$ cat src/clock_pkg.sv
`default_nettype none

package clock_pkg;

	// ----------------------------------------------------------
	// Display geometry
	// ----------------------------------------------------------
	localparam int NUM_DIGITS = 6;
	localparam int SEG_W      = 7;

	typedef logic [5:0]            hms_field_t;	// One of hour, minute, second
	typedef logic [3:0]            bcd_t;
	typedef logic [SEG_W-1:0]      seg_t;	// {a, b, c, d, e, f, g}
	typedef logic [NUM_DIGITS-1:0] digit_sel_t;	// Active low
	typedef logic [NUM_DIGITS-1:0] dp_t;

	// ----------------------------------------------------------
	// Field limits
	// ----------------------------------------------------------
	localparam hms_field_t SEC_MAX = 6'd59;
	localparam hms_field_t MIN_MAX = 6'd59;
	localparam hms_field_t HOU_MAX = 6'd23;

	typedef enum logic [1:0] {
		MODE_CLOCK = 2'd0,
		MODE_SETUP = 2'd1,
		MODE_ALARM = 2'd2
	} mode_e;

	typedef enum logic [1:0] {
		POS_SEC = 2'd0,
		POS_MIN = 2'd1,
		POS_HOU = 2'd2
	} pos_e;

	typedef struct packed {
		hms_field_t hou;
		hms_field_t min;
		hms_field_t sec;
	} hms_t;

	// Single-cycle button pulses
	typedef struct packed {
		logic mode;
		logic pos;
		logic inc;
		logic alarm;
	} btn_t;

	typedef struct packed {
		mode_e mode;
		pos_e  pos;
		logic  alarm_en;
	} cfg_t;

endpackage

`default_nettype wire

$ cat src/button_sync.sv
`default_nettype none

module button_sync (
	input  wire            clk,
	input  wire            rst_n,
	input  wire            i_btn_mode,
	input  wire            i_btn_pos,
	input  wire            i_btn_inc,
	input  wire            i_btn_alarm,
	output clock_pkg::btn_t o_btn
);

	import clock_pkg::*;

	btn_t raw;
	btn_t sync_q1;
	btn_t sync_q2;
	btn_t prev_q;

	assign raw = '{
		mode:  i_btn_mode,
		pos:   i_btn_pos,
		inc:   i_btn_inc,
		alarm: i_btn_alarm
	};

	// ----------------------------------------------------------
	// Two-flop synchronizer and rising edge
	// ----------------------------------------------------------
	always_ff @(posedge clk or negedge rst_n) begin
		if (!rst_n) begin
			sync_q1 <= '0;
			sync_q2 <= '0;
			prev_q  <= '0;
			o_btn   <= '0;
		end else begin
			sync_q1 <= raw;
			sync_q2 <= sync_q1;
			prev_q  <= sync_q2;
			o_btn   <= btn_t'(sync_q2 & ~prev_q);	// Low then high
		end
	end

endmodule

`default_nettype wire

$ cat src/digital_clock.sv
`default_nettype none

module digital_clock #(
	parameter int TICKS_PER_SEC = 50_000_000,
	parameter int SCAN_DIV      = 50_000
) (
	input  wire                   clk,
	input  wire                   rst_n,
	input  wire                   i_btn_mode,
	input  wire                   i_btn_pos,
	input  wire                   i_btn_inc,
	input  wire                   i_btn_alarm,
	output clock_pkg::seg_t       o_seg,
	output logic                  o_seg_dp,
	output clock_pkg::digit_sel_t o_seg_enb,
	output logic                  o_alarm
);

	import clock_pkg::*;

	logic sec_tick;
	logic scan_tick;
	btn_t btn;
	cfg_t cfg;
	hms_t cur_time;
	hms_t alarm_set;

	tick_gen #(
		.TICKS_PER_SEC (TICKS_PER_SEC),
		.SCAN_DIV      (SCAN_DIV)
	) u_tick (
		.clk         (clk),
		.rst_n       (rst_n),
		.o_sec_tick  (sec_tick),
		.o_scan_tick (scan_tick)
	);

	button_sync u_btn (
		.clk         (clk),
		.rst_n       (rst_n),
		.i_btn_mode  (i_btn_mode),
		.i_btn_pos   (i_btn_pos),
		.i_btn_inc   (i_btn_inc),
		.i_btn_alarm (i_btn_alarm),
		.o_btn       (btn)
	);

	mode_ctrl u_cfg (
		.clk   (clk),
		.rst_n (rst_n),
		.i_btn (btn),
		.o_cfg (cfg)
	);

	time_keeper u_time (
		.clk         (clk),
		.rst_n       (rst_n),
		.i_sec_tick  (sec_tick),
		.i_btn       (btn),
		.i_cfg       (cfg),
		.o_time      (cur_time),
		.o_alarm_set (alarm_set),
		.o_alarm     (o_alarm)
	);

	seg_scan u_scan (
		.clk         (clk),
		.rst_n       (rst_n),
		.i_scan_tick (scan_tick),
		.i_time      (cur_time),
		.i_alarm_set (alarm_set),
		.i_cfg       (cfg),
		.i_alarm     (o_alarm),
		.o_seg       (o_seg),
		.o_seg_dp    (o_seg_dp),
		.o_seg_enb   (o_seg_enb)
	);

endmodule

`default_nettype wire

$ cat src/mode_ctrl.sv
`default_nettype none

module mode_ctrl (
	input  wire             clk,
	input  wire             rst_n,
	input  wire clock_pkg::btn_t i_btn,
	output clock_pkg::cfg_t o_cfg
);

	import clock_pkg::*;

	function automatic mode_e next_mode(mode_e m);
		case (m)
			MODE_CLOCK: return MODE_SETUP;
			MODE_SETUP: return MODE_ALARM;
			default:    return MODE_CLOCK;
		endcase
	endfunction

	function automatic pos_e next_pos(pos_e p);
		case (p)
			POS_SEC: return POS_MIN;
			POS_MIN: return POS_HOU;
			default: return POS_SEC;
		endcase
	endfunction

	always_ff @(posedge clk or negedge rst_n) begin
		if (!rst_n) begin
			o_cfg <= '{mode: MODE_CLOCK, pos: POS_SEC, alarm_en: 1'b0};
		end else begin
			if (i_btn.mode) begin
				o_cfg.mode <= next_mode(o_cfg.mode);
				o_cfg.pos  <= POS_SEC;	// Editing restarts at seconds
			end else if (i_btn.pos && o_cfg.mode != MODE_CLOCK) begin
				o_cfg.pos <= next_pos(o_cfg.pos);
			end

			if (i_btn.alarm) begin
				o_cfg.alarm_en <= ~o_cfg.alarm_en;
			end
		end
	end

	// ----------------------------------------------------------
	// Checks
	// ----------------------------------------------------------
	a_mode_legal: assert property (@(posedge clk) disable iff (!rst_n)
		o_cfg.mode inside {MODE_CLOCK, MODE_SETUP, MODE_ALARM});

	a_pos_legal: assert property (@(posedge clk) disable iff (!rst_n)
		o_cfg.pos inside {POS_SEC, POS_MIN, POS_HOU});

endmodule

`default_nettype wire

$ cat src/seg_scan.sv
`default_nettype none

module seg_scan (
	input  wire                  clk,
	input  wire                  rst_n,
	input  wire                  i_scan_tick,
	input  wire clock_pkg::hms_t i_time,
	input  wire clock_pkg::hms_t i_alarm_set,
	input  wire clock_pkg::cfg_t i_cfg,
	input  wire                  i_alarm,
	output clock_pkg::seg_t      o_seg,
	output logic                 o_seg_dp,
	output clock_pkg::digit_sel_t o_seg_enb
);

	import clock_pkg::*;

	hms_t       shown;
	bcd_t       digits [NUM_DIGITS];
	dp_t        dp;
	logic [2:0] scan_idx;

	function automatic bcd_t tens(hms_field_t v);
		return bcd_t'(v / 6'd10);
	endfunction

	function automatic bcd_t units(hms_field_t v);
		return bcd_t'(v % 6'd10);
	endfunction

	function automatic seg_t seg_decode(bcd_t d);
		case (d)
			4'd0:    return 7'b111_1110;
			4'd1:    return 7'b011_0000;
			4'd2:    return 7'b110_1101;
			4'd3:    return 7'b111_1001;
			4'd4:    return 7'b011_0011;
			4'd5:    return 7'b101_1011;
			4'd6:    return 7'b101_1111;
			4'd7:    return 7'b111_0000;
			4'd8:    return 7'b111_1111;
			4'd9:    return 7'b111_0011;
			default: return 7'b000_0000;	// Blank
		endcase
	endfunction

	assign shown = (i_cfg.mode == MODE_ALARM) ? i_alarm_set : i_time;

	// Digit 0 is the rightmost one
	always_comb begin
		digits[0] = units(shown.sec);
		digits[1] = tens(shown.sec);
		digits[2] = units(shown.min);
		digits[3] = tens(shown.min);
		digits[4] = units(shown.hou);
		digits[5] = tens(shown.hou);
	end

	// ----------------------------------------------------------
	// Decimal points
	// ----------------------------------------------------------
	always_comb begin
		dp = '0;
		case (i_cfg.mode)
			MODE_SETUP: dp[{i_cfg.pos, 1'b0}] = 1'b1;	// Units of field
			MODE_ALARM: dp[{i_cfg.pos, 1'b1}] = 1'b1;	// Tens of field
			default:    dp = '0;
		endcase
		if (i_alarm) begin
			dp = '1;
		end
	end

	// ----------------------------------------------------------
	// Scan
	// ----------------------------------------------------------
	always_ff @(posedge clk or negedge rst_n) begin
		if (!rst_n) begin
			scan_idx <= '0;
		end else if (i_scan_tick) begin
			scan_idx <= (scan_idx == 3'(NUM_DIGITS - 1)) ? 3'd0 : scan_idx + 3'd1;
		end
	end

	always_ff @(posedge clk or negedge rst_n) begin
		if (!rst_n) begin
			o_seg     <= 7'b111_1110;
			o_seg_dp  <= 1'b0;
			o_seg_enb <= ~digit_sel_t'(1);
		end else begin
			o_seg     <= seg_decode(digits[scan_idx]);
			o_seg_dp  <= dp[scan_idx];
			o_seg_enb <= ~(digit_sel_t'(1) << scan_idx);
		end
	end

	a_one_digit: assert property (@(posedge clk) disable iff (!rst_n)
		$onehot(~o_seg_enb));

endmodule

`default_nettype wire

$ cat src/tick_gen.sv
`default_nettype none

module tick_gen #(
	parameter int TICKS_PER_SEC = 50_000_000,
	parameter int SCAN_DIV      = 50_000
) (
	input  wire  clk,
	input  wire  rst_n,
	output logic o_sec_tick,
	output logic o_scan_tick
);

	logic [31:0] sec_cnt;
	logic [31:0] scan_cnt;

	// One-second enable
	always_ff @(posedge clk or negedge rst_n) begin
		if (!rst_n) begin
			sec_cnt    <= '0;
			o_sec_tick <= 1'b0;
		end else if (sec_cnt == 32'(TICKS_PER_SEC - 1)) begin
			sec_cnt    <= '0;
			o_sec_tick <= 1'b1;
		end else begin
			sec_cnt    <= sec_cnt + 32'd1;
			o_sec_tick <= 1'b0;
		end
	end

	// Digit scan enable, high every cycle when SCAN_DIV is 1
	always_ff @(posedge clk or negedge rst_n) begin
		if (!rst_n) begin
			scan_cnt    <= '0;
			o_scan_tick <= 1'b0;
		end else if (scan_cnt == 32'(SCAN_DIV - 1)) begin
			scan_cnt    <= '0;
			o_scan_tick <= 1'b1;
		end else begin
			scan_cnt    <= scan_cnt + 32'd1;
			o_scan_tick <= 1'b0;
		end
	end

endmodule

`default_nettype wire

$ cat src/time_keeper.sv
`default_nettype none

module time_keeper (
	input  wire                  clk,
	input  wire                  rst_n,
	input  wire                  i_sec_tick,
	input  wire clock_pkg::btn_t i_btn,
	input  wire clock_pkg::cfg_t i_cfg,
	output clock_pkg::hms_t      o_time,
	output clock_pkg::hms_t      o_alarm_set,
	output logic                 o_alarm
);

	import clock_pkg::*;

	// Step one field and wrap to zero past its limit
	function automatic hms_field_t step_field(hms_field_t v, hms_field_t lim);
		return (v >= lim) ? 6'd0 : v + 6'd1;
	endfunction

	// One second forward with carries
	function automatic hms_t step_time(hms_t t);
		hms_t n;
		n = t;
		n.sec = step_field(t.sec, SEC_MAX);
		if (t.sec == SEC_MAX) begin
			n.min = step_field(t.min, MIN_MAX);
			if (t.min == MIN_MAX) begin
				n.hou = step_field(t.hou, HOU_MAX);
			end
		end
		return n;
	endfunction

	// Only the selected field moves without carry
	function automatic hms_t step_pos(hms_t t, pos_e p);
		hms_t n;
		n = t;
		case (p)
			POS_SEC: n.sec = step_field(t.sec, SEC_MAX);
			POS_MIN: n.min = step_field(t.min, MIN_MAX);
			POS_HOU: n.hou = step_field(t.hou, HOU_MAX);
			default: n = t;
		endcase
		return n;
	endfunction

	// ----------------------------------------------------------
	// Running time
	// ----------------------------------------------------------
	always_ff @(posedge clk or negedge rst_n) begin
		if (!rst_n) begin
			o_time <= '0;
		end else if (i_cfg.mode == MODE_SETUP) begin
			if (i_btn.inc) begin	// Frozen apart from edits
				o_time <= step_pos(o_time, i_cfg.pos);
			end
		end else if (i_sec_tick) begin
			o_time <= step_time(o_time);
		end
	end

	// ----------------------------------------------------------
	// Alarm setting and latch
	// ----------------------------------------------------------
	always_ff @(posedge clk or negedge rst_n) begin
		if (!rst_n) begin
			o_alarm_set <= '0;
		end else if (i_cfg.mode == MODE_ALARM && i_btn.inc) begin
			o_alarm_set <= step_pos(o_alarm_set, i_cfg.pos);
		end
	end

	always_ff @(posedge clk or negedge rst_n) begin
		if (!rst_n) begin
			o_alarm <= 1'b0;
		end else begin
			// Holds until disabled
			o_alarm <= i_cfg.alarm_en && (o_alarm || o_time == o_alarm_set);
		end
	end

	a_time_range: assert property (@(posedge clk) disable iff (!rst_n)
		o_time.sec <= SEC_MAX && o_time.min <= MIN_MAX && o_time.hou <= HOU_MAX);

	a_alarm_range: assert property (@(posedge clk) disable iff (!rst_n)
		o_alarm_set.sec <= SEC_MAX && o_alarm_set.min <= MIN_MAX &&
		o_alarm_set.hou <= HOU_MAX);

endmodule

`default_nettype wire
$ cat config.mk
export PLATFORM = sky130hd
export DESIGN_NAME = digital_clock
export DESIGN_NICKNAME = d
export VERILOG_FILES = /design/src/clock_pkg.sv /design/src/button_sync.sv /design/src/digital_clock.sv /design/src/mode_ctrl.sv /design/src/seg_scan.sv /design/src/tick_gen.sv /design/src/time_keeper.sv
export SDC_FILE = /design/constraint.sdc
export NUM_CORES = 1
export LEC_CHECK = 0
export BUFFER_PORTS_ARGS = -buffer_cell sky130_fd_sc_hd__buf_4
export CELL_PAD_IN_SITES_DETAIL_PLACEMENT = 0
export CELL_PAD_IN_SITES_GLOBAL_PLACEMENT = 1
export CORE_MARGIN = 2
export CORE_UTILIZATION = 30
export CTS_BUF_LIST = sky130_fd_sc_hd__clkbuf_8
export DETAILED_ROUTE_END_ITERATION = 12
export PLACE_DENSITY_LB_ADDON = 0.1
export SLEW_MARGIN = 20
export SYNTH_ARGS = -nofsm -noshare
export SYNTH_HDL_FRONTEND = slang
export SYNTH_SLANG_ARGS = --single-unit
$ cat constraint.sdc
create_clock -name clk -period 4 [get_ports clk]
set_input_delay 0.8 -clock clk [delete_from_list [all_inputs] [get_ports clk]]
set_output_delay 0.8 -clock clk [all_outputs]
set_load 0.01 [all_outputs]
==> impl_summary.md <==
Logic synthesis
The share of the yosys chip area belonging to registers is 44.5%. The total number of yosys warnings is 0. The number of enable flip-flop cells after synthesis is 0. The cell count after synthesis is 814.

Counting every net in the synthesized netlist gives 846. The proportion of register bits with asynchronous set or reset after synthesis is 100%. The average cell area after synthesis is 9.78 µm². The most used flip-flop cell after synthesis is sky130_fd_sc_hd__dfrtp_1.

The count of different cell masters after synthesis is 80. Counting flops and latches in the post-synthesis netlist gives 141. The synthesized netlist occupies a cell area of 7960 µm².

Floorplanning
The horizontal die dimension is 167 µm. Pin placement for this block handled 21 I/O pins. The standard cell core area is 26100 µm². The starting density of the core is 30.5%. The die covers 27800 µm².

Measured along the y axis, the die boundary spans 167 µm. The cell row count is 59.

Cells and area
The sequential cell area in the final layout is 3540 µm². The finished layout holds 1196 standard cells, fillers aside. After filler insertion, the fill cell instance count of the layout stands at 2646. After the last flow step, the layout net total stands at 880. The number of antenna diodes in the final layout is 0. The multi-input gate area in the final layout is 4230 µm².

The area added between synthesis and finish is 13.9%. The most common cell after layout, fill and taps aside is sky130_fd_sc_hd__dfrtp_1. In the layout the commonest cells are 130 x sky130_fd_sc_hd__dfrtp_1, 72 x sky130_fd_sc_hd__nor2_1, 71 x sky130_fd_sc_hd__nand2_1, 54 x sky130_fd_sc_hd__nand3_1, 47 x sky130_fd_sc_hd__buf_4. The proportion of layout cells with a drive suffix above 1 is 16.7%. Summing all non-filler instances in the final layout gives an area of 9070 µm².

Global route
The all-layer global routing usage is 13.8%. Entering global routing, the biggest net connects 109 pins. The first-pass GRT wire length is 31600 µm. The number of antenna violations at the first check in global routing came to 0. The number of global-route vias before repair was 6051. Summed over all layers, the global routing overflow is 0.

Clocking
The register clock-pin slew on the reported worst setup and hold paths is 110 ps. In this run, post-CTS hold repair placed 0 buffers. The later pin in the worst-skew pair is clocked with a latency of 460 ps. The clock tree from TritonCTS is yes. The maximum clock insertion buffer count is 2.

The clock drives 141 sinks. The H-tree was split into 4 levels. The cell sitting at the root of the clock tree is a sky130_fd_sc_hd__clkbuf_8. Counting the buffers created by CTS gives 17.

STA
After layout, the minimum clock period comes to 3790 ps. Setup violations remaining at the end of the flow were counted as 0. The count of pins over their slew limit came to 0. Timing would allow up to 264 MHz.

The worst slew margin relative to its limit is 34.9%. The number of hold violations in the final report is 0. The share of the cycle needed by the critical path after routing is 94.8%. At the pin with the least slew margin, the transition time is 976 ps. The largest clock skew in the final design is 28.3 ps.

Pwr
IR analysis of the VDD net gives a maximum drop of 238 µV. Power spread over the standard cell area amounts to 429 nW/µm². The leakage power summed over all cells is 3.82 nW.

Worst setup path
The required time reported for the critical path endpoint is 4340 ps. For the worst flop-to-flop path, the logic depth is 18. STA classifies the critical path startpoint as a flip-flop. The highest fanout seen on the critical path is 7.

The category of the worst setup path capture point is a flip-flop. The signal arrival time at the worst endpoint is 4130 ps. The setup path with the least slack is of type reg -> reg.

Status
The run finished with clean final reports.

Placed design
The detailed placement HPWL is 13000 µm. After detailed placement, the design holds a cell count of 1161. The congestion estimate from routability-driven global placement came to 0.818. The area after detailed placement is 8590 µm². The number of buffer cells added on primary ports is 20.

Drt
The final wirelength is 18500 µm. The final route contains 5982 vias. In this run the remaining antenna-violating nets after routing total 0. The count of unresolved DRC violations after routing is 0. The number of detailed-route iterations in the first pass is 7. In this run, the number of DRC markers left after iteration 0 of detailed routing was 330. The detailed-route vias per instance is 5.00. After detailed routing, the average wire length per cell comes to 15.5 µm.

Flow run
The tool flagged a number of max-cap violations equal to 0.

Hold path
The class of the most critical hold timing path is in -> async.
==> area by class of cell <==
class | instances | area share, %
Sequential cell | 141 | 39.1
Clock inverter | 14 | 1.32
Tap cell | 335 | 4.62
Timing Repair Buffer | 50 | 4.46
Clock buffer | 18 | 2.73
Multi-Input combinational cell | 611 | 46.7
Inverter | 27 | 1.12
==> metal layers <==
| metal | global-route usage (%) | wire length [µm] |
|---|---|---|
| met1 | 18.5 | 8920 |
| met2 | 22.5 | 8820 |
| met3 | 2.59 | 425 |
| met4 | 4.57 | 350 |
| met5 | 0 | 0 |
==> power by group <==
group          switching, mW  internal, mW  leakage (nW)
sequential             0.147          1.55          1.84
combinational          0.561         0.507          1.80
clock                  0.620         0.506         0.175
total                   1.33          2.56          3.82
==> critical path: stages, from the launching register on <==
cell and delay (ps):
sky130_fd_sc_hd__dfrtp_1 400, sky130_fd_sc_hd__inv_2 80, sky130_fd_sc_hd__buf_4 120, sky130_fd_sc_hd__ha_2 210, sky130_fd_sc_hd__mux2_4 360, sky130_fd_sc_hd__nor3_4 220
sky130_fd_sc_hd__nor2_1 90, sky130_fd_sc_hd__ha_1 200, sky130_fd_sc_hd__nor4bb_4 160, sky130_fd_sc_hd__nor3_2 230, sky130_fd_sc_hd__nor2_1 60, sky130_fd_sc_hd__o31a_1 360
sky130_fd_sc_hd__buf_4 170, sky130_fd_sc_hd__a31oi_1 250, sky130_fd_sc_hd__o221ai_4 200, sky130_fd_sc_hd__buf_4 180, sky130_fd_sc_hd__buf_4 140, sky130_fd_sc_hd__xnor2_1 110
sky130_fd_sc_hd__o2bb2ai_1 110
==> flip-flops by register name (all words and copies together), names as in the netlist, 3 cells and up <==
register / flops
u_scan.scan_idx: 3
u_btn.prev_q: 4
u_scan.o_seg_enb: 6
u_btn.sync_q2: 4
u_scan.o_seg: 7
u_btn.sync_q1: 4
u_time.o_time: 18
u_time.o_alarm_set: 18
u_btn.o_btn: 4
u_cfg.o_cfg: 5
u_tick.sec_cnt: 32
u_tick.scan_cnt: 32
==> metrics by stage <==
stage          power (mW)  utilization (%)  worst slack [ps]  hold slack, ps  setup TNS (ps)
2_1_floorplan        2.40                -               265             331               0
3_3_place_gp         2.74             32.9              31.4             333               0
3_5_place_dp         2.75             32.9              7.47             335               0
4_1_cts              3.91             34.4              52.9             225               0
5_1_grt              4.17             34.8             -3.35             220           -3.35
6_report             3.89             34.8               210             225               0
==> cells by family after synthesis <==
group	after synthesis	synth area share [%]
and+or+nand+nor	314	20.0
AOI/OAI and AO/OA	155	13.7
DFF	141	44.5
xor gates and xnor gates	83	9.13
buffers and inverters	62	3.54
muxes	31	4.81
adders and majority gates	28	4.34
==> worst paths after layout <==
path,slack (ps),to,start
setup / recovery,210,u_scan.o_seg[0],u_cfg.o_cfg[3]
min in group clk,350,u_btn.sync_q2[0],u_btn.sync_q1[0]
setup reg to reg,210,u_scan.o_seg[0],u_cfg.o_cfg[3]
max in group asynchronous,2830,u_tick.scan_cnt[9],rst_n
hold reg to reg,350,u_btn.sync_q2[0],u_btn.sync_q1[0]
hold / removal,230,u_scan.o_seg_dp,rst_n
==> timing repair <==
item / in CTS / in global routing
endpoints found under the setup margin: 1 / 7
resized for setup: 1 / 16
pin swaps: 0 / 8
setup buffers: 0 / 3
==> synth_stat cells (5+ instances only) <==
| cell type | count | area share [%] |
|---|---|---|
| sky130_fd_sc_hd__nand2_1 | 71 | 3.3 |
| sky130_fd_sc_hd__mux2_4 | 6 | 1.1 |
| sky130_fd_sc_hd__mux2i_1 | 8 | 1.0 |
| sky130_fd_sc_hd__dfrtp_1 | 130 | 41 |
| sky130_fd_sc_hd__or3_1 | 6 | 0.47 |
| sky130_fd_sc_hd__o21ai_1 | 5 | 0.31 |
| sky130_fd_sc_hd__mux2_2 | 9 | 1.3 |
| sky130_fd_sc_hd__xor2_1 | 44 | 4.8 |
| sky130_fd_sc_hd__nor2b_1 | 17 | 1.3 |
| sky130_fd_sc_hd__nand4_1 | 17 | 1.3 |
| sky130_fd_sc_hd__ha_1 | 26 | 4.1 |
| sky130_fd_sc_hd__nor4_1 | 16 | 1.3 |
| sky130_fd_sc_hd__a31oi_1 | 8 | 0.63 |
| sky130_fd_sc_hd__buf_2 | 9 | 0.57 |
| sky130_fd_sc_hd__dfstp_2 | 11 | 3.6 |
| sky130_fd_sc_hd__nor3_1 | 16 | 1.0 |
| sky130_fd_sc_hd__inv_1 | 27 | 1.3 |
| sky130_fd_sc_hd__a22o_1 | 5 | 0.55 |
| sky130_fd_sc_hd__nor2_1 | 72 | 3.4 |
| sky130_fd_sc_hd__buf_6 | 5 | 0.71 |
| sky130_fd_sc_hd__nand3_1 | 54 | 3.4 |
| sky130_fd_sc_hd__xnor2_1 | 39 | 4.3 |
| sky130_fd_sc_hd__o21ai_0 | 32 | 2.0 |
| sky130_fd_sc_hd__a21o_1 | 7 | 0.66 |
| sky130_fd_sc_hd__a21oi_1 | 36 | 2.3 |
| sky130_fd_sc_hd__clkbuf_1 | 20 | 0.94 |
| sky130_fd_sc_hd__and4_1 | 5 | 0.55 |
| sky130_fd_sc_hd__and3_1 | 10 | 0.79 |
| sky130_fd_sc_hd__o31ai_1 | 9 | 0.85 |
| sky130_fd_sc_hd__and2_1 | 5 | 0.39 |
Power figures use the tool's default switching activity.
